[src/design/ic_pkg.sv]
`default_nettype none

package ic_pkg;

    // Bus widths
    localparam int WB_ADR_W = 24;
    localparam int WB_DAT_W = 16;
    localparam int WB_SEL_W = 2;

    // Internal RAM is word addressed
    localparam int IRAM_DEPTH = 512;
    localparam int IRAM_AW    = $clog2(IRAM_DEPTH);

    // Both embed RAM windows alias the same words
    localparam logic [WB_ADR_W-1:0] NE_IRAM_BASE = 24'h7ffe00;
    localparam logic [WB_ADR_W-1:0] E_PROG_BASE  = 24'h800000;
    localparam logic [WB_ADR_W-1:0] E_MEM_BASE   = 24'h100000;

    // GPIO block has three registers from the base
    localparam logic [WB_ADR_W-1:0] GPIO_BASE    = 24'h001010;
    localparam logic [1:0]          GPIO_OUT_OFS = 2'd0;
    localparam logic [1:0]          GPIO_DIR_OFS = 2'd1;
    localparam logic [1:0]          GPIO_IN_OFS  = 2'd2;
    localparam int                  GPIO_N       = 8;

endpackage

`default_nettype wire

[src/design/wb_if.sv]
`timescale 1ns/10ps
`default_nettype none

interface wb_if;
    import ic_pkg::*;

    logic                cyc;
    logic                stb;
    logic                we;
    logic [WB_ADR_W-1:0] adr;
    logic [WB_SEL_W-1:0] sel;
    logic [WB_DAT_W-1:0] dat_w;
    logic [WB_DAT_W-1:0] dat_r;
    logic                ack;
    logic                err;

    modport master (
        output cyc, stb, we, adr, sel, dat_w,
        input  dat_r, ack, err
    );

    modport slave (
        input  cyc, stb, we, adr, sel, dat_w,
        output dat_r, ack, err
    );

endinterface

`default_nettype wire

[src/design/gpio_target.sv]
`timescale 1ns/10ps
`default_nettype none

module gpio_target (
    input  logic                      core_clock,
    input  logic                      core_reset,
    wb_if.slave                       bus,
    input  logic [ic_pkg::GPIO_N-1:0] gpio_in_i,
    output logic [ic_pkg::GPIO_N-1:0] gpio_out_o,
    output logic [ic_pkg::GPIO_N-1:0] gpio_oeb_o
);
    import ic_pkg::*;

    logic [GPIO_N-1:0]   out_q;
    logic [GPIO_N-1:0]   dir_q;
    logic [GPIO_N-1:0]   sync1_q;
    logic [GPIO_N-1:0]   sync2_q;
    logic [GPIO_N-1:0]   rd_val;
    logic [WB_DAT_W-1:0] dat_q;
    logic                ack_q;
    logic                take;

    assign take = bus.cyc & bus.stb & ~ack_q;

    // Two-flop synchronizer on the pins
    always_ff @(posedge core_clock) begin
        sync1_q <= gpio_in_i;
        sync2_q <= sync1_q;
    end

    always_ff @(posedge core_clock) begin
        if (core_reset) begin
            out_q <= '0;
            dir_q <= '1;
            ack_q <= 1'b0;
        end else begin
            ack_q <= take;
            if (take && bus.we) begin
                for (int b = 0; b < GPIO_N / 8; b++) begin
                    if (bus.sel[b] && bus.adr[1:0] == GPIO_OUT_OFS) begin
                        out_q[b*8 +: 8] <= bus.dat_w[b*8 +: 8];
                    end
                    if (bus.sel[b] && bus.adr[1:0] == GPIO_DIR_OFS) begin
                        dir_q[b*8 +: 8] <= bus.dat_w[b*8 +: 8];
                    end
                end
            end
        end
    end

    always_comb begin
        case (bus.adr[1:0])
            GPIO_OUT_OFS: rd_val = out_q;
            GPIO_DIR_OFS: rd_val = dir_q;
            GPIO_IN_OFS:  rd_val = sync2_q;
            default:      rd_val = '0;
        endcase
    end

    always_ff @(posedge core_clock) begin
        if (take) begin
            dat_q <= {{(WB_DAT_W - GPIO_N){1'b0}}, rd_val};
        end
    end

    assign bus.ack   = ack_q;
    assign bus.err   = 1'b0;
    assign bus.dat_r = dat_q;

    assign gpio_out_o = out_q;
    // Direction bit high means input
    assign gpio_oeb_o = dir_q;

endmodule

`default_nettype wire

[src/flat_wrapper.sv]
// flat-port wrapper written by rule: the top's interface ports become plain ports
module gpio_target_flat import ic_pkg::*;
  (core_clock, core_reset, gpio_in_i, gpio_out_o, gpio_oeb_o, bus_cyc, bus_stb, bus_we, bus_adr, bus_sel, bus_dat_w, bus_dat_r, bus_ack, bus_err);
  wb_if bus_i ();
  input  logic core_clock;
  input  logic core_reset;
  input  logic [ic_pkg::GPIO_N-1:0] gpio_in_i;
  output logic [ic_pkg::GPIO_N-1:0] gpio_out_o;
  output logic [ic_pkg::GPIO_N-1:0] gpio_oeb_o;
  input wire logic [$bits(bus_i.cyc)-1:0] bus_cyc;
  input wire logic [$bits(bus_i.stb)-1:0] bus_stb;
  input wire logic [$bits(bus_i.we)-1:0] bus_we;
  input wire logic [$bits(bus_i.adr)-1:0] bus_adr;
  input wire logic [$bits(bus_i.sel)-1:0] bus_sel;
  input wire logic [$bits(bus_i.dat_w)-1:0] bus_dat_w;
  output wire logic [$bits(bus_i.dat_r)-1:0] bus_dat_r;
  output wire logic [$bits(bus_i.ack)-1:0] bus_ack;
  output wire logic [$bits(bus_i.err)-1:0] bus_err;
  assign bus_i.cyc = bus_cyc;
  assign bus_i.stb = bus_stb;
  assign bus_i.we = bus_we;
  assign bus_i.adr = bus_adr;
  assign bus_i.sel = bus_sel;
  assign bus_i.dat_w = bus_dat_w;
  assign bus_dat_r = bus_i.dat_r;
  assign bus_ack = bus_i.ack;
  assign bus_err = bus_i.err;
  gpio_target u_core (.core_clock(core_clock), .core_reset(core_reset), .bus(bus_i), .gpio_in_i(gpio_in_i), .gpio_out_o(gpio_out_o), .gpio_oeb_o(gpio_oeb_o));
endmodule
[config.mk]
export PLATFORM = sky130hd
export DESIGN_NAME = gpio_target_flat
export DESIGN_NICKNAME = d
export VERILOG_FILES = /design/src/design/ic_pkg.sv /design/src/design/wb_if.sv /design/src/design/gpio_target.sv /design/src/flat_wrapper.sv
export SDC_FILE = /design/constraint.sdc
export NUM_CORES = 1
export LEC_CHECK = 0
export ABC_AREA = 1
export BUFFER_PORTS_ARGS = -buffer_cell sky130_fd_sc_hd__buf_2
export CAP_MARGIN = 10
export CORE_MARGIN = 2
export CORE_UTILIZATION = 38
export DETAILED_ROUTE_END_ITERATION = 6
export PLACE_DENSITY = 0.84
export SLEW_MARGIN = 20
export SYNTH_ARGS = -nofsm -noshare
export SYNTH_HDL_FRONTEND = slang
export SYNTH_SLANG_ARGS = --single-unit
[constraint.sdc]
create_clock -name core_clock -period 1.15 [get_ports core_clock]
set_input_delay 0.0575 -clock core_clock [delete_from_list [all_inputs] [get_ports core_clock]]
set_output_delay 0.0575 -clock core_clock [all_outputs]
set_load 0.01 [all_outputs]
# Word-level counts from Yosys, hierarchy flattened

Index checks and enable logic that the tools add are counted.
W data, S select, Z words.

Flip-flop bits (word level): 41
Input port bits: 55
Output and inout port bits: 34

Eq/ne operators: 2
Mux-type cells: 1
Bitwise logic cells: 3
Reductions and logical operators: 6

Operator list:

| kind                 | count |
|---|---|
| $pmux W8 S3          | 1 |
| $reduce_and A2 Y1    | 2 |
| $logic_and A1 B1 Y1  | 3 |
| $and A1 B1 Y1        | 2 |
| $eq A2 B1 Y1 const B | 1 |
| $eq A2 B2 Y1 const B | 1 |
| $logic_not A2 Y1     | 1 |
| $not A1 Y1           | 1 |

# Depth between registers and ports, before layout

Word-level depth: 4
Gate-level depth with buffers: 7
Depth with buffers taken out: 7

# Least setup slack after synthesis

No wires, ideal clock.

Kind: reg2reg
Start point: register u_core.ack_q (netlist: u_core.bus.ack)
End point: register u_core.dir_q[0] (netlist: u_core.gpio_oeb_o[0])
Library setup time: 0.130 ns
Data arrival time: 0.991 ns
Setup slack: 0.029 ns
Stages on the path, launching flop included: 7
Path buffers: 0
Period minus slack after synthesis: 1.121 ns
Cells stage by stage: dfxtp_1 inv_1 nand3_1 nor2_2 nand2_4 nand2_1 nand3_1

Longest elaborated chain between the ends: 4

RTL lines:

| element                            | line              | RTL |
|---|---|---|
| start, declared                    | gpio_target.sv:20 | `logic ack_q;` |
| start signal, assigned             | gpio_target.sv:37 | `ack_q <= take;` |
| $not A1 Y1                         | gpio_target.sv:23 | `assign take = bus.cyc & bus.stb & ~ack_q;` |
| $and A1 B1 Y1                      | gpio_target.sv:23 |  |
| $logic_and A1 B1 Y1                | gpio_target.sv:38 | `if (take && bus.we) begin` |
| $reduce_and A2 Y1 (no source line) | n/a               |  |
| end signal, assigned by index      | gpio_target.sv:44 | `dir_q[b*8 +: 8] <= bus.dat_w[b*8 +: 8];` |
| end, declared                      | gpio_target.sv:15 | `logic [GPIO_N-1:0] dir_q;` |

No other way between the ends.
A chain may end at the register's enable or synchronous reset.

# Worst setup path after layout

Start point: register u_core.ack_q (netlist: u_core.bus.ack)
End point: register u_core.dat_q[7] (netlist: u_core.bus.dat_r[7]), enable pin

Longest elaborated chain between the ends: 2

RTL lines:

| element              | line              | RTL |
|---|---|---|
| $not A1 Y1           | gpio_target.sv:23 |  |
| $and A1 B1 Y1        | gpio_target.sv:23 |  |
| net u_core.take      | gpio_target.sv:21 | `logic take;` |
| end signal, assigned | gpio_target.sv:62 | `dat_q <= {{(WB_DAT_W - GPIO_N){1'b0}}, rd_val};` |
| end, declared        | gpio_target.sv:19 | `logic [WB_DAT_W-1:0] dat_q;` |

The timed path passes the listed nets, and every way through them passes these cells.

==> run summary <==
The flow ran to the end, and the final reports show no timing, DRC or antenna violations. The analysis attributes to cell leakage a power of about 0.0011 uW. The library cell with the largest summed area after synthesis is dfxtp_1. The startpoint identified for the worst hold timing path is bus_dat_w[2]. The fraction of the mapped netlist area in adder cells came out at 0%. The count of standard-cell rows came out at 22. The portion of netlist area occupied by mux cells is 0%. Clock tree synthesis selected as its root buffer the cell clkbuf_8.

The endpoint of the worst register-to-register path is u_core.bus.dat_r[7]$_DFFE_PP_. The endpoint of the worst hold path is u_core.gpio_oeb_o[2]$_SDFFE_PP1P_. The iteration count of the initial detailed-routing pass came out at 4. Static timing analysis puts the maximum clock frequency at 908 MHz. The worst setup path is captured at a flip-flop. The number of clock sinks came out at 41. The cell area that synthesis handed to floorplanning was approximately 1500 um2. In this run the power density over the cells is ~1300 nW/um2.

The share of the synthesized area in compound gates (AO/OA/AOI/OAI) is 0%. After layout, the design draws a total of around 2800 uW. After global routing the overflow that remains totals 0. The final routed wirelength across all metal layers is roughly 3300 um. The number of synthesized register bits is ~40. The number of global-route vias before repair came out at 1205. The antenna violation net count after detailed routing is 0. During synthesis, Yosys emitted a total of 0 warnings.

For this run, design rule violations remaining after detail routing come to 0. The ratio of routed vias to standard cells came out at 4.27. The class of the worst hold path is input pin to flip-flop. The aggregate global-route resource usage came out at 16.9%. The max-slew violation count came out at 0. For the worst setup path, the data arrival time is between 1 and 1.5 ns. The mean instance size in the synthesized netlist came out at around 9.0 um2. The H-tree was split into 2 levels. The insertion delay to the later sink of the worst-skew pair is roughly 0.29 ns. The full die area is roughly 4500 um2.

The number of cells on the worst hold path is 3. Setup repair after global routing left no endpoint under its margin. The sequential area share after synthesis came out at 59.9%. The element type at the critical path start is a flip-flop. The first routing iteration left 53 violations.

The number of clock buffers inserted by TritonCTS is 5. The setup check on the worst reg-to-reg path leaves a slack of between 0.04 and 0.05 ns. The number of top-level design ports came out at between 80 and 90. In this run the deepest clock path goes through 2 buffers. The initial cell density of the core is between 40% and 50%. Subtracting the final worst setup slack from the clock period gives between 1 and 1.5 ns. The worst register-to-register path has a depth of 5.

The largest voltage drop on the vdd net is 717 uV. After synthesis, the cell types taking the most area are dfxtp_1 (44%), edfxtp_1 (16%), nand2_1 (12%). The die is around 67 um tall. The layout overhead on the synthesized area is 40.9%. The wire-length estimate of the detail-placed layout is between 2000 and 2500 um. The count of different cell masters after synthesis is 16. The setup TNS after final layout is 0 ns. Tracing the worst setup path back leads to its startpoint at u_core.bus.ack$_SDFF_PP0_. TritonCTS built the clock tree. The area of the core region came out at 3740 um2. The count of port buffers added during placement is between 40 and 50. The final layout net count came out at 300.

In this run the biggest area consumer among cell types represents 43.9% of the synthesized area. The fraction of final layout cells sized beyond drive strength 1 came out at 32.5%. The simple logic cell fraction of the synthesized area came out at 31.1%.

The critical path data required time came out at about 1.2 ns. Synthesis produced roughly 170 cells. The routability congestion estimate from global placement is 0.809. After synthesis, the largest family of logic cells by area is simple AND/OR/NAND/NOR gates.

The worst setup path is of the flip-flop to flip-flop kind. Of the total synthesized cell area, the portion taken by XOR and XNOR cells is 0%. The first global-routing pass estimated around 5500 um of wire. The chip width came out at between 60 and 70 um.

The clock skew came out at between 0.004 and 0.005 ns. The tool flagged a number of max-cap violations equal to 0. The largest net degree at the start of global routing is 17. The clock slew at the register clock pins of the worst setup and hold paths came out at approximately 0.080 ns. The worst path uses a little over nine tenths of the clock period. 0 antenna diodes ended up in the layout. The initial antenna violation count came to 0. In this run the critical register-to-register path is launched from u_core.bus.ack$_SDFF_PP0_. The count of vias placed by the detailed router came out at around 1300.

The wire length per cell after detailed routing came out at between 10 and 15 um. The peak fanout along the critical path came out at 8. Setup violations remaining at the end of the flow were counted as 0. The final hold violation count came to 0.
through the flow:
stage          hold slack (ns)  instances  cell area, um2  util, %  setup slack, ns
4_1_cts                0.00112        292            2080     55.5           0.0249
2_1_floorplan           0.0852        176            1530        -           0.0287
3_5_place_dp             0.161        269            1830     48.8           0.0156
6_report                0.0138        294            2120     56.6           0.0485
3_3_place_gp             0.160        269            1830     48.8           0.0448
5_1_grt                 0.0168        294            2120     56.6          0.00307
power breakdown:
group          switching (uW)  total [uW]  internal (uW)
sequential               16.9        1540           1520
clock                     474         960            486
combinational             151         285            134
total                     642        2780           2140
worst max-delay path by stage:
stage | cells after the start | slack, ns | end
after detailed placement | 7 | 0.02 | u_core.gpio_out_o[3]$_SDFFE_PP0P_
after CTS | 7 | 0.02 | u_core.gpio_out_o[7]$_SDFFE_PP0P_
after floorplan | 6 | 0.03 | u_core.gpio_oeb_o[0]$_SDFFE_PP1P_
after global routing | 7 | 0.003 | u_core.gpio_out_o[5]$_SDFFE_PP0P_
after global placement | 7 | 0.04 | u_core.gpio_out_o[0]$_SDFFE_PP0P_
final | 5 | 0.05 | u_core.bus.dat_r[7]$_DFFE_PP_
registers in the layout, indices dropped and copies added, names as in the netlist:
name / count
u_core.gpio_out_o: 8
u_core.bus.ack: 1
u_core.gpio_oeb_o: 8
u_core.bus.dat_r: 8
u_core.sync2_q: 8
u_core.sync1_q: 8
layout make-up:
cell class / count / area [um2]
fillers: 351 / 1620
flip-flops and latches: 41 / 902
multi-input cells: 109 / 519
repair buffers: 72 / 478
clock buffers: 6 / 82.6
inverters: 16 / 63.8
well taps: 48 / 60.1
clock inverters: 2 / 13.8
repair_timing:
item / in CTS / in global routing
pin swaps: 0 / 1
setup buffers: 0 / 2
hold endpoints to repair: 15 / 0
gates resized for setup: 1 / 7
hold buffers: 15 / 0
endpoints found under the setup margin: 2 / 24
critical path, cell delays in order (launching register included):
cell	delay, ns
dfxtp_2	0.32
inv_2	0.07
nand3_4	0.08
buf_4	0.14
inv_1	0.08
buf_12	0.13
metal layers:
layer	up-vias	GRT usage, %	share of wire, %
li1	661	-	-
met1	552	20.0	40
met2	43	29.5	53
met3	0	5.41	7.0
met4	0	3.83	0
met5	-	0	0
layout by cell type, fill, tap and decap left out, drive strengths merged:
cell type | synthesis | layout
buf | 9 | 57
nand2 | 51 | 51
dfxtp | 33 | 33
nand3 | 25 | 25
nor2 | 23 | 23
dlygate4sd3 | 0 | 15
inv | 16 | 15
conb | 1 | 9
edfxtp | 8 | 8
clkbuf | 1 | 6
clkinv | 0 | 2
nand4 | 1 | 1
clkinvlp | 0 | 1
Yosys cell counts:
| master | n |
|---|---|
| buf_4 | 9 |
| clkbuf_1 | 1 |
| conb_1 | 1 |
| dfxtp_1 | 33 |
| edfxtp_1 | 8 |
| inv_1 | 13 |
| inv_2 | 3 |
| nand2_1 | 48 |
| nand2_2 | 1 |
| nand2_4 | 2 |
| nand3_1 | 25 |
| nand4_1 | 1 |
| nor2_1 | 18 |
| nor2_2 | 1 |
| nor2_4 | 3 |
| nor2_8 | 1 |
cells by family after synthesis:
kind of cell	after synthesis
buf+inv	26
other cells	1
flops	41
simple gates	100
Power figures use the tool's default switching activity.
