File: src/design/ic_pkg.sv
`default_nettype none

package ic_pkg;

    // Bus widths
    localparam int WB_ADR_W = 24;
    localparam int WB_DAT_W = 16;
    localparam int WB_SEL_W = 2;

    // Internal RAM is word addressed
    localparam int IRAM_DEPTH = 512;
    localparam int IRAM_AW    = $clog2(IRAM_DEPTH);

    // Both embed RAM windows alias the same words
    localparam logic [WB_ADR_W-1:0] NE_IRAM_BASE = 24'h7ffe00;
    localparam logic [WB_ADR_W-1:0] E_PROG_BASE  = 24'h800000;
    localparam logic [WB_ADR_W-1:0] E_MEM_BASE   = 24'h100000;

    // GPIO block has three registers from the base
    localparam logic [WB_ADR_W-1:0] GPIO_BASE    = 24'h001010;
    localparam logic [1:0]          GPIO_OUT_OFS = 2'd0;
    localparam logic [1:0]          GPIO_DIR_OFS = 2'd1;
    localparam logic [1:0]          GPIO_IN_OFS  = 2'd2;
    localparam int                  GPIO_N       = 8;

endpackage

`default_nettype wire

File: src/design/wb_if.sv
`timescale 1ns/10ps
`default_nettype none

interface wb_if;
    import ic_pkg::*;

    logic                cyc;
    logic                stb;
    logic                we;
    logic [WB_ADR_W-1:0] adr;
    logic [WB_SEL_W-1:0] sel;
    logic [WB_DAT_W-1:0] dat_w;
    logic [WB_DAT_W-1:0] dat_r;
    logic                ack;
    logic                err;

    modport master (
        output cyc, stb, we, adr, sel, dat_w,
        input  dat_r, ack, err
    );

    modport slave (
        input  cyc, stb, we, adr, sel, dat_w,
        output dat_r, ack, err
    );

endinterface

`default_nettype wire

File: src/design/wb_arbiter.sv
`timescale 1ns/10ps
`default_nettype none

module wb_arbiter (
    input  logic core_clock,
    input  logic core_reset,
    wb_if.slave  m0,
    wb_if.slave  m1,
    wb_if.master bus
);

    // One-hot grant is zero when the bus is idle
    logic [1:0] grant_q;
    logic       last_q;
    logic       pick;
    logic       m0_pass;
    logic       m1_pass;

    // With both requesting the master not served last wins
    always_comb begin
        if (m0.cyc && m1.cyc) begin
            pick = ~last_q;
        end else begin
            pick = m1.cyc;
        end
    end

    always_ff @(posedge core_clock) begin
        if (core_reset) begin
            grant_q <= 2'b00;
            last_q  <= 1'b0;
        end else if (grant_q == 2'b00) begin
            if (m0.cyc || m1.cyc) begin
                grant_q <= pick ? 2'b10 : 2'b01;
                last_q  <= pick;
            end
        end else if (!bus.cyc) begin
            // Owner dropped cyc
            grant_q <= 2'b00;
        end
    end

    assign m0_pass = grant_q[0] & m0.cyc;
    assign m1_pass = grant_q[1] & m1.cyc;

    assign bus.cyc   = m0_pass | m1_pass;
    assign bus.stb   = (grant_q[0] & m0.stb) | (grant_q[1] & m1.stb);
    assign bus.we    = grant_q[1] ? m1.we    : m0.we;
    assign bus.adr   = grant_q[1] ? m1.adr   : m0.adr;
    assign bus.sel   = grant_q[1] ? m1.sel   : m0.sel;
    assign bus.dat_w = grant_q[1] ? m1.dat_w : m0.dat_w;

    // Responses go back to the owner only
    assign m0.ack   = grant_q[0] & bus.ack;
    assign m0.err   = grant_q[0] & bus.err;
    assign m0.dat_r = grant_q[0] ? bus.dat_r : '0;
    assign m1.ack   = grant_q[1] & bus.ack;
    assign m1.err   = grant_q[1] & bus.err;
    assign m1.dat_r = grant_q[1] ? bus.dat_r : '0;

    a_one_cyc_owner: assert property (
        @(posedge core_clock) disable iff (core_reset)
        !(m0_pass && m1_pass)
    ) else $error("wb_arbiter: cyc passed from both masters");

endmodule

`default_nettype wire

File: src/flat_wrapper.sv
// flat-port wrapper written by rule: the top's interface ports become plain ports
module wb_arbiter_flat 
  (core_clock, core_reset, m0_cyc, m0_stb, m0_we, m0_adr, m0_sel, m0_dat_w, m0_dat_r, m0_ack, m0_err, m1_cyc, m1_stb, m1_we, m1_adr, m1_sel, m1_dat_w, m1_dat_r, m1_ack, m1_err, bus_cyc, bus_stb, bus_we, bus_adr, bus_sel, bus_dat_w, bus_dat_r, bus_ack, bus_err);
  wb_if m0_i ();
  wb_if m1_i ();
  wb_if bus_i ();
  input  logic core_clock;
  input  logic core_reset;
  input wire logic [$bits(m0_i.cyc)-1:0] m0_cyc;
  input wire logic [$bits(m0_i.stb)-1:0] m0_stb;
  input wire logic [$bits(m0_i.we)-1:0] m0_we;
  input wire logic [$bits(m0_i.adr)-1:0] m0_adr;
  input wire logic [$bits(m0_i.sel)-1:0] m0_sel;
  input wire logic [$bits(m0_i.dat_w)-1:0] m0_dat_w;
  output wire logic [$bits(m0_i.dat_r)-1:0] m0_dat_r;
  output wire logic [$bits(m0_i.ack)-1:0] m0_ack;
  output wire logic [$bits(m0_i.err)-1:0] m0_err;
  input wire logic [$bits(m1_i.cyc)-1:0] m1_cyc;
  input wire logic [$bits(m1_i.stb)-1:0] m1_stb;
  input wire logic [$bits(m1_i.we)-1:0] m1_we;
  input wire logic [$bits(m1_i.adr)-1:0] m1_adr;
  input wire logic [$bits(m1_i.sel)-1:0] m1_sel;
  input wire logic [$bits(m1_i.dat_w)-1:0] m1_dat_w;
  output wire logic [$bits(m1_i.dat_r)-1:0] m1_dat_r;
  output wire logic [$bits(m1_i.ack)-1:0] m1_ack;
  output wire logic [$bits(m1_i.err)-1:0] m1_err;
  output wire logic [$bits(bus_i.cyc)-1:0] bus_cyc;
  output wire logic [$bits(bus_i.stb)-1:0] bus_stb;
  output wire logic [$bits(bus_i.we)-1:0] bus_we;
  output wire logic [$bits(bus_i.adr)-1:0] bus_adr;
  output wire logic [$bits(bus_i.sel)-1:0] bus_sel;
  output wire logic [$bits(bus_i.dat_w)-1:0] bus_dat_w;
  input wire logic [$bits(bus_i.dat_r)-1:0] bus_dat_r;
  input wire logic [$bits(bus_i.ack)-1:0] bus_ack;
  input wire logic [$bits(bus_i.err)-1:0] bus_err;
  assign m0_i.cyc = m0_cyc;
  assign m0_i.stb = m0_stb;
  assign m0_i.we = m0_we;
  assign m0_i.adr = m0_adr;
  assign m0_i.sel = m0_sel;
  assign m0_i.dat_w = m0_dat_w;
  assign m0_dat_r = m0_i.dat_r;
  assign m0_ack = m0_i.ack;
  assign m0_err = m0_i.err;
  assign m1_i.cyc = m1_cyc;
  assign m1_i.stb = m1_stb;
  assign m1_i.we = m1_we;
  assign m1_i.adr = m1_adr;
  assign m1_i.sel = m1_sel;
  assign m1_i.dat_w = m1_dat_w;
  assign m1_dat_r = m1_i.dat_r;
  assign m1_ack = m1_i.ack;
  assign m1_err = m1_i.err;
  assign bus_cyc = bus_i.cyc;
  assign bus_stb = bus_i.stb;
  assign bus_we = bus_i.we;
  assign bus_adr = bus_i.adr;
  assign bus_sel = bus_i.sel;
  assign bus_dat_w = bus_i.dat_w;
  assign bus_i.dat_r = bus_dat_r;
  assign bus_i.ack = bus_ack;
  assign bus_i.err = bus_err;
  wb_arbiter u_core (.core_clock(core_clock), .core_reset(core_reset), .m0(m0_i), .m1(m1_i), .bus(bus_i));
endmodule
File: config.mk
export PLATFORM = sky130hd
export DESIGN_NAME = wb_arbiter_flat
export DESIGN_NICKNAME = d
export VERILOG_FILES = /design/src/design/ic_pkg.sv /design/src/design/wb_if.sv /design/src/design/wb_arbiter.sv /design/src/flat_wrapper.sv
export SDC_FILE = /design/constraint.sdc
export NUM_CORES = 1
export LEC_CHECK = 0
export BUFFER_PORTS_ARGS = -buffer_cell sky130_fd_sc_hd__buf_2
export CORE_AREA = 5 5 71 73
export DETAILED_ROUTE_END_ITERATION = 6
export DIE_AREA = 0 0 76 78
export PLACE_DENSITY = 0.74
export SETUP_SLACK_MARGIN = 0.3
export SYNTH_ARGS = -nofsm -noshare
export SYNTH_HDL_FRONTEND = slang
export SYNTH_SLANG_ARGS = --single-unit
File: constraint.sdc
create_clock -name core_clock -period 2.3 [get_ports core_clock]
set_clock_uncertainty 0.15 [all_clocks]
set_input_delay 0.23 -clock core_clock [delete_from_list [all_inputs] [get_ports core_clock]]
set_output_delay 0.23 -clock core_clock [all_outputs]
set_load 0.05 [all_outputs]
### Word level (Yosys, flattened, before mapping)

Index checks and enable logic that the tools add are counted.
Widths: inputs -> output; s select.

| word-level totals | value |
|---|---|
| bits in registers | 3 |
| latch bits | 0 |
| bits in writable memories | 0 |
| ROM bits | 0 |
| bits of input ports | 110 |
| output and inout bits | 81 |
| logic and storage cells | 31 |
| memories kept | 0 |

| cells by class | value |
|---|---|
| add/sub/neg operators | 0 |
| $mul | 0 |
| div/mod/pow operators | 0 |
| magnitude comparators | 0 |
| equality and inequality tests | 2 |
| shift-type cells | 0 |
| mux-type cells | 11 |
| bitwise gates (word level) | 11 |
| reductions and logical operators | 5 |

Operators with widths:

| cell | count |
|---|---|
| $mux 16 | 3 |
| $mux 24 | 1 |
| $mux 2 | 5 |
| $and 1x1->1 | 8 |
| $reduce_and 2->1 | 2 |
| $logic_not 2->1 | 1 |
| $mux 1 | 2 |
| $ne 2x1->1 const B | 1 |
| $ne 2x2->1 const B | 1 |
| $or 1x1->1 | 2 |
| $logic_and 1x1->1 | 1 |
| $logic_or 1x1->1 | 1 |
| $not 1->1 | 1 |

### Longest topological paths before layout

| logic depth | value |
|---|---|
| depth after elaboration | 5 |
| depth in mapped cells | 5 |
| gate-level depth less buffers | 3 |

### Worst setup path before layout

Ideal clock, no wire load.

| timing | value |
|---|---|
| path kind | reg2out |
| from | register u_core.grant_q[1] |
| to | output port m1_dat_r[10] |
| arrival time | 1161 ps |
| required time | 1920 ps |
| setup slack | 759 ps |
| cell stages (with the launch flop) | 5 |
| buffers on the path | 3 |
| cells stage by stage | dfxtp_1 > buf_6 > buf_6 > clkbuf_1 > and2_1 |

| between the ends | value |
|---|---|
| longest elaborated chain between the ends | 1 |

RTL lines:

| item | line | text |
|---|---|---|
| start: declaration | wb_arbiter.sv:13 | `logic [1:0] grant_q;` |
| start signal: assignment | wb_arbiter.sv:34 | `grant_q <= pick ? 2'b10 : 2'b01;` |
| $mux 16 | wb_arbiter.sv:59 | `assign m1.dat_r = grant_q[1] ? bus.dat_r : '0;` |
| end: declaration | flat_wrapper.sv:24 | `output wire logic [$bits(m1_i.dat_r)-1:0] m1_dat_r;` |

Every way passes these cells.

### Worst setup path after layout

| timing | value |
|---|---|
| from | register u_core.grant_q[1] |
| to | output port bus_dat_w[2] |

| between the ends | value |
|---|---|
| longest elaborated chain between the ends | 1 |

RTL lines:

| item | line | text |
|---|---|---|
| $mux 16 | wb_arbiter.sv:51 | `assign bus.dat_w = grant_q[1] ? m1.dat_w : m0.dat_w;` |
| end: declaration | flat_wrapper.sv:32 | `output wire logic [$bits(bus_i.dat_w)-1:0] bus_dat_w;` |

Every way passes these cells.

==> results.sh <==
export IMPL_cp_arrival_ns=1.47
export IMPL_yosys_mux_area_fraction_pct=52.8
export IMPL_path_buf_inv=2
export IMPL_power_leakage_nw=1.16
export IMPL_setup_tns_ns=0
export IMPL_drc=0
export IMPL_fmax_mhz=540
export IMPL_dr_pass1_iters=3
export IMPL_required_ns=1.92
export IMPL_drive_above_1_share_pct=82.0
export IMPL_start_util_pct=21.4
export IMPL_drt_vias_per_instance=4.22
export IMPL_cts_sinks=3
export IMPL_endpoint_kind="primary output"
export IMPL_tightest_slew_ns=0.366
export IMPL_port_buffers=190
export IMPL_rows=24
export IMPL_ys_warn_count=0
export IMPL_cts_root_buf="clkbuf_8"
export IMPL_worstPathCellList="buf_4, mux2_2, buf_2"
export IMPL_layout_common_cells="buf_2, mux2_2, and2_1"
export IMPL_path_clk_slew_ns=0.03
export IMPL_power_density_nw_per_um2=484
export IMPL_ir_drop_mv=0.167
export IMPL_grt_ovfl_total=0
export IMPL_syn_inst=107
export IMPL_max_stage_delay_ns=0.38
export IMPL_cts_resized=0
export IMPL_maxSlewViolCount=0
export IMPL_slew_headroom_pct=75.6
export IMPL_die_area_um2=5930
export IMPL_worst_path_max_delay_cell="mux2_2"
export IMPL_die_w_um=76
export IMPL_place_hpwl_um=4150
export IMPL_place_gp_congestion=0.770
export IMPL_synth_area_um2=917
export IMPL_antenna_found_initial=1
export IMPL_rsz0062_at_grt="no"
export IMPL_numCtsBuffers=3
export IMPL_status="finished, final reports clean"
export IMPL_grt_max_degree=37
export IMPL_maxCapViolCount=0
export IMPL_setup_viol_count_final=0
export IMPL_grt_pass1_vias=1524
export IMPL_synth_seq_cells=3
export IMPL_worstSetupPathType="reg2out"
export IMPL_totalWireLength_um=4700
export IMPL_ys_seq_area_share_pct=6.55
export IMPL_final_hold_violation_count=0
export IMPL_synth_top_family_by_area="multiplexers"
export IMPL_worstHoldPathType="in2reg"
export IMPL_cts_setup_buffers=0
export IMPL_io_pins=191
export IMPL_syn_nets=217
export IMPL_crit_path_max_fanout=32
export IMPL_synth_simple_area_share_pct=28.1
export IMPL_fin_crit_sh_pct=80.6
export IMPL_synth_adder_area_share_pct=0
export IMPL_h_tree_depth=1
export IMPL_grt_usage_pct=14.7
export IMPL_vias=1464
export IMPL_dp_slack_ns=0.671
export IMPL_fin_crit_ns=1.85
export IMPL_core_um2=4290
export IMPL_avgSynthCellArea_um2=8.57
export IMPL_critPathLaunchType="flip-flop"
export IMPL_cts_tree="yes"
export IMPL_setup_ws_ns=0.447
export IMPL_routedWlPerCell_um=13.5
export IMPL_drtIter0Drc=21
export IMPL_clock_latency_ns=0.22
export IMPL_grt_pass1_wl_um=7270
export IMPL_area_delta_synth_final_pct=112
export IMPL_cts_hold_buffers_added=0
export IMPL_die_y_um=78
export IMPL_path_delay_family="buffers and inverters"
export IMPL_cts_buffer_depth=2
export IMPL_ys_types=15
export IMPL_synth_compound_area_share_pct=5.32
export IMPL_synth_xor_xnor_area_share_pct=0
export IMPL_layout_commonest_cell="buf_2"
export IMPL_ant_nets=0
export IMPL_final_net_count=405
==> registers in the layout, indices dropped and copies added, names as in the netlist <==
signal          count
u_core.grant_q      2
u_core.last_q       1
==> Yosys cell counts <==
cell type	count	share of area [%]
inv_1	2	0.82
a21oi_1	4	2.2
a22o_2	1	1.1
nor2_1	2	0.82
o32a_1	1	1.1
nor3_1	2	1.1
and2_1	36	25
buf_6	2	2.5
mux2_2	43	53
buf_2	5	2.7
nor3b_1	1	0.82
dfxtp_1	3	6.5
a22o_1	1	0.96
clkbuf_1	3	1.2
or2b_1	1	0.82
==> power breakdown <==
group	internal [mW]	total [mW]	switching, mW	leakage [nW]
combinational	0.228	0.726	0.498	1.11
sequential	0.0573	0.0593	0.00204	0.0251
clock	0.118	0.157	0.0381	0.0228
total	0.404	0.942	0.538	1.16
==> routing by layer <==
metal,part of all wire [%],GRT usage [%]
met1,33,14.0
met2,54,27.7
met3,12,7.41
met4,1.3,3.74
met5,0,0
==> path summary, 6_finish.rpt <==
path,from,end,slack [ns],cells after the start
setup / recovery,u_core.grant_q[1]$_SDFFE_PP0P_,bus_dat_w[2],0.45,3
hold / removal,core_reset,u_core.last_q$_SDFFE_PP0P_,0.06,2
setup reg to reg,u_core.grant_q[1]$_SDFFE_PP0P_,u_core.last_q$_SDFFE_PP0P_,1.08,4
hold reg to reg,u_core.last_q$_SDFFE_PP0P_,u_core.last_q$_SDFFE_PP0P_,0.40,3
==> final cells by class <==
cell class | count | area, um^2
clock buffers | 4 | 45.0
repair buffers | 193 | 973
multi-input cells | 92 | 791
fillers | 440 | 2350
inverters | 2 | 7.51
flip-flops and latches | 3 | 61.3
diodes | 1 | 2.50
well taps | 52 | 65.1
==> metrics by stage <==
step	area (um^2)	util (%)	hold slack, ns	total power, mW	instances
6_report	1950	45.3	0.0642	0.942	347
5_1_grt	1950	45.3	0.0812	0.992	347
4_1_cts	1940	45.3	0.0600	0.951	346
3_5_place_dp	1900	44.2	0.288	0.790	342
3_3_place_gp	1900	44.2	0.283	0.782	342
2_1_floorplan	917	-	0.152	0.597	107
==> kinds of logic (layout without fill, tap and decap cells) <==
| logic type | count (synthesis) | count (layout) |
|---|---|---|
| flip-flops | 3 | 3 |
| buffers and inverters | 12 | 199 |
| other | 0 | 1 |
| AND/OR/NAND/NOR | 42 | 42 |
| multiplexers | 43 | 43 |
| AO/OA/AOI/OAI | 7 | 7 |
Note: power is estimated with default switching activity, not from simulation.
