===== src/design/ic_pkg.sv =====
`default_nettype none

package ic_pkg;

    // Bus widths
    localparam int WB_ADR_W = 24;
    localparam int WB_DAT_W = 16;
    localparam int WB_SEL_W = 2;

    // Internal RAM is word addressed
    localparam int IRAM_DEPTH = 512;
    localparam int IRAM_AW    = $clog2(IRAM_DEPTH);

    // Both embed RAM windows alias the same words
    localparam logic [WB_ADR_W-1:0] NE_IRAM_BASE = 24'h7ffe00;
    localparam logic [WB_ADR_W-1:0] E_PROG_BASE  = 24'h800000;
    localparam logic [WB_ADR_W-1:0] E_MEM_BASE   = 24'h100000;

    // GPIO block has three registers from the base
    localparam logic [WB_ADR_W-1:0] GPIO_BASE    = 24'h001010;
    localparam logic [1:0]          GPIO_OUT_OFS = 2'd0;
    localparam logic [1:0]          GPIO_DIR_OFS = 2'd1;
    localparam logic [1:0]          GPIO_IN_OFS  = 2'd2;
    localparam int                  GPIO_N       = 8;

endpackage

`default_nettype wire


===== src/design/wb_if.sv =====
`timescale 1ns/10ps
`default_nettype none

interface wb_if;
    import ic_pkg::*;

    logic                cyc;
    logic                stb;
    logic                we;
    logic [WB_ADR_W-1:0] adr;
    logic [WB_SEL_W-1:0] sel;
    logic [WB_DAT_W-1:0] dat_w;
    logic [WB_DAT_W-1:0] dat_r;
    logic                ack;
    logic                err;

    modport master (
        output cyc, stb, we, adr, sel, dat_w,
        input  dat_r, ack, err
    );

    modport slave (
        input  cyc, stb, we, adr, sel, dat_w,
        output dat_r, ack, err
    );

endinterface

`default_nettype wire


===== src/design/wb_target_decode.sv =====
`timescale 1ns/10ps
`default_nettype none

module wb_target_decode (
    input  logic core_clock,
    input  logic core_reset,
    input  logic embed_mode_i,
    wb_if.slave  bus,
    wb_if.master iram,
    wb_if.master gpio
);
    import ic_pkg::*;

    logic hit_ne;
    logic hit_prog;
    logic hit_mem;
    logic sel_iram;
    logic sel_gpio;
    logic unmapped;
    logic err_q;

    // RAM windows are aligned to the RAM size, so compare the upper bits
    assign hit_ne   = bus.adr[WB_ADR_W-1:IRAM_AW] == NE_IRAM_BASE[WB_ADR_W-1:IRAM_AW];
    assign hit_prog = bus.adr[WB_ADR_W-1:IRAM_AW] == E_PROG_BASE[WB_ADR_W-1:IRAM_AW];
    assign hit_mem  = bus.adr[WB_ADR_W-1:IRAM_AW] == E_MEM_BASE[WB_ADR_W-1:IRAM_AW];

    assign sel_iram = embed_mode_i ? (hit_prog | hit_mem) : hit_ne;
    assign sel_gpio = (bus.adr[WB_ADR_W-1:2] == GPIO_BASE[WB_ADR_W-1:2])
                      && (bus.adr[1:0] <= GPIO_IN_OFS);
    assign unmapped = !sel_iram && !sel_gpio;

    // Strobe goes only to the selected target
    assign iram.cyc   = bus.cyc;
    assign iram.stb   = bus.cyc & bus.stb & sel_iram;
    assign iram.we    = bus.we;
    assign iram.adr   = bus.adr;
    assign iram.sel   = bus.sel;
    assign iram.dat_w = bus.dat_w;

    assign gpio.cyc   = bus.cyc;
    assign gpio.stb   = bus.cyc & bus.stb & sel_gpio;
    assign gpio.we    = bus.we;
    assign gpio.adr   = bus.adr;
    assign gpio.sel   = bus.sel;
    assign gpio.dat_w = bus.dat_w;

    // One err pulse per strobe to an unmapped address
    always_ff @(posedge core_clock) begin
        if (core_reset) begin
            err_q <= 1'b0;
        end else begin
            err_q <= bus.cyc & bus.stb & unmapped & ~err_q;
        end
    end

    assign bus.ack = (sel_iram & iram.ack) | (sel_gpio & gpio.ack);
    assign bus.err = err_q | (sel_iram & iram.err) | (sel_gpio & gpio.err);

    always_comb begin
        if (sel_gpio) begin
            bus.dat_r = gpio.dat_r;
        end else if (sel_iram) begin
            bus.dat_r = iram.dat_r;
        end else begin
            bus.dat_r = '0;
        end
    end

    a_ack_err_excl: assert property (
        @(posedge core_clock) disable iff (core_reset)
        !(bus.ack && bus.err)
    ) else $error("wb_target_decode: ack and err together");

endmodule

`default_nettype wire


===== src/flat_wrapper.sv =====
// flat-port wrapper written by rule: the top's interface ports become plain ports
module wb_target_decode_flat import ic_pkg::*;
  (core_clock, core_reset, embed_mode_i, bus_cyc, bus_stb, bus_we, bus_adr, bus_sel, bus_dat_w, bus_dat_r, bus_ack, bus_err, iram_cyc, iram_stb, iram_we, iram_adr, iram_sel, iram_dat_w, iram_dat_r, iram_ack, iram_err, gpio_cyc, gpio_stb, gpio_we, gpio_adr, gpio_sel, gpio_dat_w, gpio_dat_r, gpio_ack, gpio_err);
  wb_if bus_i ();
  wb_if iram_i ();
  wb_if gpio_i ();
  input  logic core_clock;
  input  logic core_reset;
  input  logic embed_mode_i;
  input wire logic [$bits(bus_i.cyc)-1:0] bus_cyc;
  input wire logic [$bits(bus_i.stb)-1:0] bus_stb;
  input wire logic [$bits(bus_i.we)-1:0] bus_we;
  input wire logic [$bits(bus_i.adr)-1:0] bus_adr;
  input wire logic [$bits(bus_i.sel)-1:0] bus_sel;
  input wire logic [$bits(bus_i.dat_w)-1:0] bus_dat_w;
  output wire logic [$bits(bus_i.dat_r)-1:0] bus_dat_r;
  output wire logic [$bits(bus_i.ack)-1:0] bus_ack;
  output wire logic [$bits(bus_i.err)-1:0] bus_err;
  output wire logic [$bits(iram_i.cyc)-1:0] iram_cyc;
  output wire logic [$bits(iram_i.stb)-1:0] iram_stb;
  output wire logic [$bits(iram_i.we)-1:0] iram_we;
  output wire logic [$bits(iram_i.adr)-1:0] iram_adr;
  output wire logic [$bits(iram_i.sel)-1:0] iram_sel;
  output wire logic [$bits(iram_i.dat_w)-1:0] iram_dat_w;
  input wire logic [$bits(iram_i.dat_r)-1:0] iram_dat_r;
  input wire logic [$bits(iram_i.ack)-1:0] iram_ack;
  input wire logic [$bits(iram_i.err)-1:0] iram_err;
  output wire logic [$bits(gpio_i.cyc)-1:0] gpio_cyc;
  output wire logic [$bits(gpio_i.stb)-1:0] gpio_stb;
  output wire logic [$bits(gpio_i.we)-1:0] gpio_we;
  output wire logic [$bits(gpio_i.adr)-1:0] gpio_adr;
  output wire logic [$bits(gpio_i.sel)-1:0] gpio_sel;
  output wire logic [$bits(gpio_i.dat_w)-1:0] gpio_dat_w;
  input wire logic [$bits(gpio_i.dat_r)-1:0] gpio_dat_r;
  input wire logic [$bits(gpio_i.ack)-1:0] gpio_ack;
  input wire logic [$bits(gpio_i.err)-1:0] gpio_err;
  assign bus_i.cyc = bus_cyc;
  assign bus_i.stb = bus_stb;
  assign bus_i.we = bus_we;
  assign bus_i.adr = bus_adr;
  assign bus_i.sel = bus_sel;
  assign bus_i.dat_w = bus_dat_w;
  assign bus_dat_r = bus_i.dat_r;
  assign bus_ack = bus_i.ack;
  assign bus_err = bus_i.err;
  assign iram_cyc = iram_i.cyc;
  assign iram_stb = iram_i.stb;
  assign iram_we = iram_i.we;
  assign iram_adr = iram_i.adr;
  assign iram_sel = iram_i.sel;
  assign iram_dat_w = iram_i.dat_w;
  assign iram_i.dat_r = iram_dat_r;
  assign iram_i.ack = iram_ack;
  assign iram_i.err = iram_err;
  assign gpio_cyc = gpio_i.cyc;
  assign gpio_stb = gpio_i.stb;
  assign gpio_we = gpio_i.we;
  assign gpio_adr = gpio_i.adr;
  assign gpio_sel = gpio_i.sel;
  assign gpio_dat_w = gpio_i.dat_w;
  assign gpio_i.dat_r = gpio_dat_r;
  assign gpio_i.ack = gpio_ack;
  assign gpio_i.err = gpio_err;
  wb_target_decode u_core (.core_clock(core_clock), .core_reset(core_reset), .embed_mode_i(embed_mode_i), .bus(bus_i), .iram(iram_i), .gpio(gpio_i));
endmodule

===== config.mk =====
export PLATFORM = sky130hd
export DESIGN_NAME = wb_target_decode_flat
export DESIGN_NICKNAME = d
export VERILOG_FILES = /design/src/design/ic_pkg.sv /design/src/design/wb_if.sv /design/src/design/wb_target_decode.sv /design/src/flat_wrapper.sv
export SDC_FILE = /design/constraint.sdc
export NUM_CORES = 1
export LEC_CHECK = 0
export ABC_AREA = 1
export BUFFER_PORTS_ARGS = -buffer_cell sky130_fd_sc_hd__clkbuf_2
export CORE_AREA = 2 2 74 76
export CTS_BUF_LIST = sky130_fd_sc_hd__clkbuf_2 sky130_fd_sc_hd__clkbuf_4 sky130_fd_sc_hd__clkbuf_8
export DETAILED_ROUTE_END_ITERATION = 16
export DIE_AREA = 0 0 76 78
export GPL_ROUTABILITY_DRIVEN = 1
export PLACE_DENSITY = 0.82
export SYNTH_ARGS = -nofsm -noshare
export SYNTH_HDL_FRONTEND = slang
export SYNTH_SLANG_ARGS = --single-unit

===== constraint.sdc =====
create_clock -name core_clock -period 1.4 [get_ports core_clock]
set_clock_uncertainty 0.2 [all_clocks]
set_input_delay 0.28 -clock core_clock [delete_from_list [all_inputs] [get_ports core_clock]]
set_output_delay 0.28 -clock core_clock [all_outputs]
set_load 0.05 [all_outputs]

* Yosys cells after proc, flatten, opt, wreduce, memory -nomap -nowiden
Cells that the tools add are included. W data, S select, Z words.
Storage, ports and cells: register bits 1, input bits 84, output and inout port bits 108, logic and storage cells 27
Operators by class: $lt $le $gt $ge 1, equality and inequality tests 4, multiplexer cells 3, bitwise operators 14, reduce and logical (&&, ||, !) cells 4
Operator list (count):
- $mux W16 | 2
- $eq A22 B11 Y1 const B | 1
- $eq A15 B12 Y1 const B | 1
- $eq A15 B14 Y1 const B | 1
- $eq A15 B15 Y1 const B | 1
- $and A1 B1 Y1 | 9
- $or A1 B1 Y1 | 4
- $le A2 B2 Y1 const B | 1
- $logic_and A1 B1 Y1 | 2
- $logic_not A1 Y1 | 2
- $mux W1 | 1
- $not A1 Y1 | 1

* Longest topological paths before layout
depth in word-level cells 7, depth in mapped cells 10, depth with buffers taken out 9

* Worst setup path before layout
OpenSTA, ideal clock, no wires.
path type input port to output port, start point input port bus_adr[15], end point output port gpio_stb, arrival 1.572 ns, data required time 0.920 ns, path slack -0.652 ns, stages on the path 8, buffers on the path 1, path through inv_1 -> nand2_1 -> nor2_2 -> inv_2 -> nor2_4 -> nand2_4 -> buf_2 -> nor2_1
Between the ends: word-level cells in the longest chain between the ends 3
Ends and longest elaborated chain:
- start, declared | RTL line flat_wrapper.sv:13 | input wire logic [$bits(bus_i.adr)-1:0] bus_adr;
- $eq A22 B11 Y1 | RTL line wb_target_decode.sv:28 | assign sel_gpio = (bus.adr[WB_ADR_W-1:2] == GPIO_BASE[WB_ADR_W-1:2])
- $logic_and A1 B1 Y1 | RTL line wb_target_decode.sv:29 | && (bus.adr[1:0] <= GPIO_IN_OFS);
- $and A1 B1 Y1 | RTL line wb_target_decode.sv:41 | assign gpio.stb = bus.cyc & bus.stb & sel_gpio;
- end, declared | RTL line flat_wrapper.sv:29 | output wire logic [$bits(gpio_i.stb)-1:0] gpio_stb;
No other way between the ends.

* Worst setup path in the final report
start point input port bus_adr[18], end point output port bus_dat_r[5]
Between the ends: word-level cells in the longest chain between the ends 5, elaborated cells between the ends (all ways) 9, classes of those cells 4 x eq/ne; 3 x mux; 1 x bitwise; 1 x reduce/logical
Ends and longest elaborated chain:
- $eq A15 B15 Y1 / $eq A15 B12 Y1 (equally long branches) | RTL line wb_target_decode.sv:24, wb_target_decode.sv:25
- $or A1 B1 Y1 | RTL line wb_target_decode.sv:27 | assign sel_iram = embed_mode_i ? (hit_prog | hit_mem) : hit_ne;
- $mux W1 | RTL line wb_target_decode.sv:27
- $mux W16 | RTL line wb_target_decode.sv:62 | end else if (sel_iram) begin
- $mux W16 * | RTL line wb_target_decode.sv:60 | if (sel_gpio) begin
- end, declared | RTL line flat_wrapper.sv:16 | output wire logic [$bits(bus_i.dat_r)-1:0] bus_dat_r;
Every way passes the cells marked *; elsewhere a longest branch is shown, timed or not.

==> impl_metrics.ini <==
[pwr]
vdd_drop_max_v = 0.000306
p_leak_nw = 1.28
powerDensity_mw_per_mm2 = 257

[critical_path]
start_kind = input pin
reg2reg_slack_ps = 530
worstPathMaxFanout = 5
required_ps = 920
critPathCaptureType = primary output
crit_type = input pin to primary output
arrival_ps = 1480

[cells_and_area]
fin_nets = 370
final_cells = 354
antennaDiodeCount = 0
area_delta_synth_final_pct = 118
top_register = u_core.err_q
final_layout_size_suffix_gt1_share_pct = 86.3
largest_reg_flops = 1
largestRegisters = u_core.err_q x1

[synth]
avgSynthCellArea_sq_um = 5.80
synth.ff_latch_count = 1
yosysSeqAreaShare_pct = 1.67
syn_nets = 291
netlist_area_sq_mm = 0.00120
synth_cell_types = 17
synth_cells = 207
yosys_warnings = 0

[floorplanning]
core_area_sq_mm = 0.00504
dieWidth_microns = 76
dieArea_sq_mm = 0.00593
io_pins = 192
num_rows = 26
initial_core_util_pct = 23.8
die_h_microns = 78

[placement]
placed_cells = 343
io_buffers = 134
dp_hpwl_microns = 3210
place_ws_ps = -675
gp_congestion = 0.776

[sta]
worstMarginPinSlew_ps = 294
final_max_slew_viol_count = 0
min_period_over_period_pct = 140
rsz0062_at_grt = yes
slew_headroom_pct = 80.5
setup_violations = 21
fin_crit_ps = 1960
max_freq_ghz = 0.510
layout_setup_ws_ps = -560
hold-worst-slack_ps = 294
finalHoldViolCount = 0

[drt]
routed_wl_microns = 5220
first_pass_iters = 4
drc_errors = 0
vias = 1472
drtAntennaViolNets = 0
drt_iter0_markers = 41
wire_per_inst_microns = 14.7
routed_via_density = 4.16

[global_routing]
grt_antenna_before_repair = 0
grtUsageTotal_pct = 13.6
grt-ovfl-total = 0
grt_pass1_wl_microns = 6580
grt_pass1_vias = 1369
grt_max_degree = 20

[clock_tree]
clkTransAtPathRegs_ps = 0
clock_latency_ps = 0

[run_status]
violations = setup timing
outcome = finished with violations

[job]
drv_cap = 0

[hold_path]
worstHoldPathType = register to register
final timing paths:
path	end	cells after the start	startpoint
worst max-delay path	bus_dat_r[5]	10	bus_adr[18]
worst min register to register	u_core.err_q	3	u_core.err_q
worst min-delay path	u_core.err_q	3	u_core.err_q
worst max register to register	u_core.err_q	3	u_core.err_q
metal layers:
layer  track usage [%]  share of wire [%]  up-vias
li1                  -                  -      711
met1              12.0                 31      650
met4              5.27                3.7        0
met3              3.14                8.3       29
met2              29.3                 57       82
met5                 0                  0        -
through the flow:
step | total power (W) | TNS [ps] | utilization (%) | cell area [sq um]
floorplan | 0.000749 | -4410 | - | 1450
global placement | 0.000587 | -11930 | 34.9 | 1760
detailed placement | 0.000592 | -12110 | 34.9 | 1760
CTS | 0.000616 | -9360 | 44.1 | 2220
global route | 0.000698 | -11820 | 51.8 | 2610
finish | 0.000672 | -10280 | 51.8 | 2610
power by group:
part | internal, W | leakage, nW | switching (W)
Sequential | 0.0000303 | 0.00820 | 0.000000497
Combinational | 0.000214 | 1.27 | 0.000427
Clock | 0 | 0 | 0
cells in the final DEF (no fill, tap or decap):
master     instances
nand2_4           21
nand3_2            4
nor3_1             1
buf_8              5
inv_1              2
dfxtp_1            1
nand3_4           17
clkbuf_16         18
clkbuf_8           5
a21oi_2            1
nor2_1             5
nor2_2             3
nor2_4             9
buf_4             27
nand2_8            1
nand2_1           26
clkinv_8           1
inv_4              1
buf_12             5
nand4_1            4
inv_8              1
buf_6             12
clkbuf_2          96
nand2_2            6
inv_2             12
timing repair:
| item | 4_1_cts | 5_1_grt |
|---|---|---|
| resized for setup | 72 | 73 |
| cloned | 0 | 4 |
| setup endpoints to repair | 21 | 21 |
| setup buffers | 2 | 5 |
| pin swaps | 3 | 36 |
| hold endpoints to repair | 0 | 0 |
| hold buffers | 0 | 0 |
worst max-delay path: stages:
cell       delay, ps
buf_8            100
nor2_4           110
nand2_1           60
nor2_1           130
nand3_2          130
nand2_4          140
clkbuf_16        190
nand3_4           80
nand2_4           80
clkbuf_16        160
Yosys cell counts (all sizes together):
cell type | n | area (sq um)
a21oi | 1 | 5.00
clkinv | 1 | 5.00
inv | 16 | 60.1
dfxtp | 1 | 20.0
buf | 91 | 684
nand3 | 21 | 105
nand4 | 4 | 25.0
nand2 | 54 | 213
nor2 | 17 | 78.8
nor3 | 1 | 5.00
area by class of cell:
type                       count  area (sq um)
timing repair buffer         168          1510
fill                         420          2430
tap                           70          87.6
sequential                     1          20.0
multi-input combinational     98           907
inverter                      17          86.3
logic make-up after synthesis:
family	count (synthesis)	synth area share, %
AOI/OAI and AO/OA	1	0.416
buffers and inverters	108	62.4
DFF	1	1.67
and+or+nand+nor	97	35.5
Power figures use the tool's default switching activity.
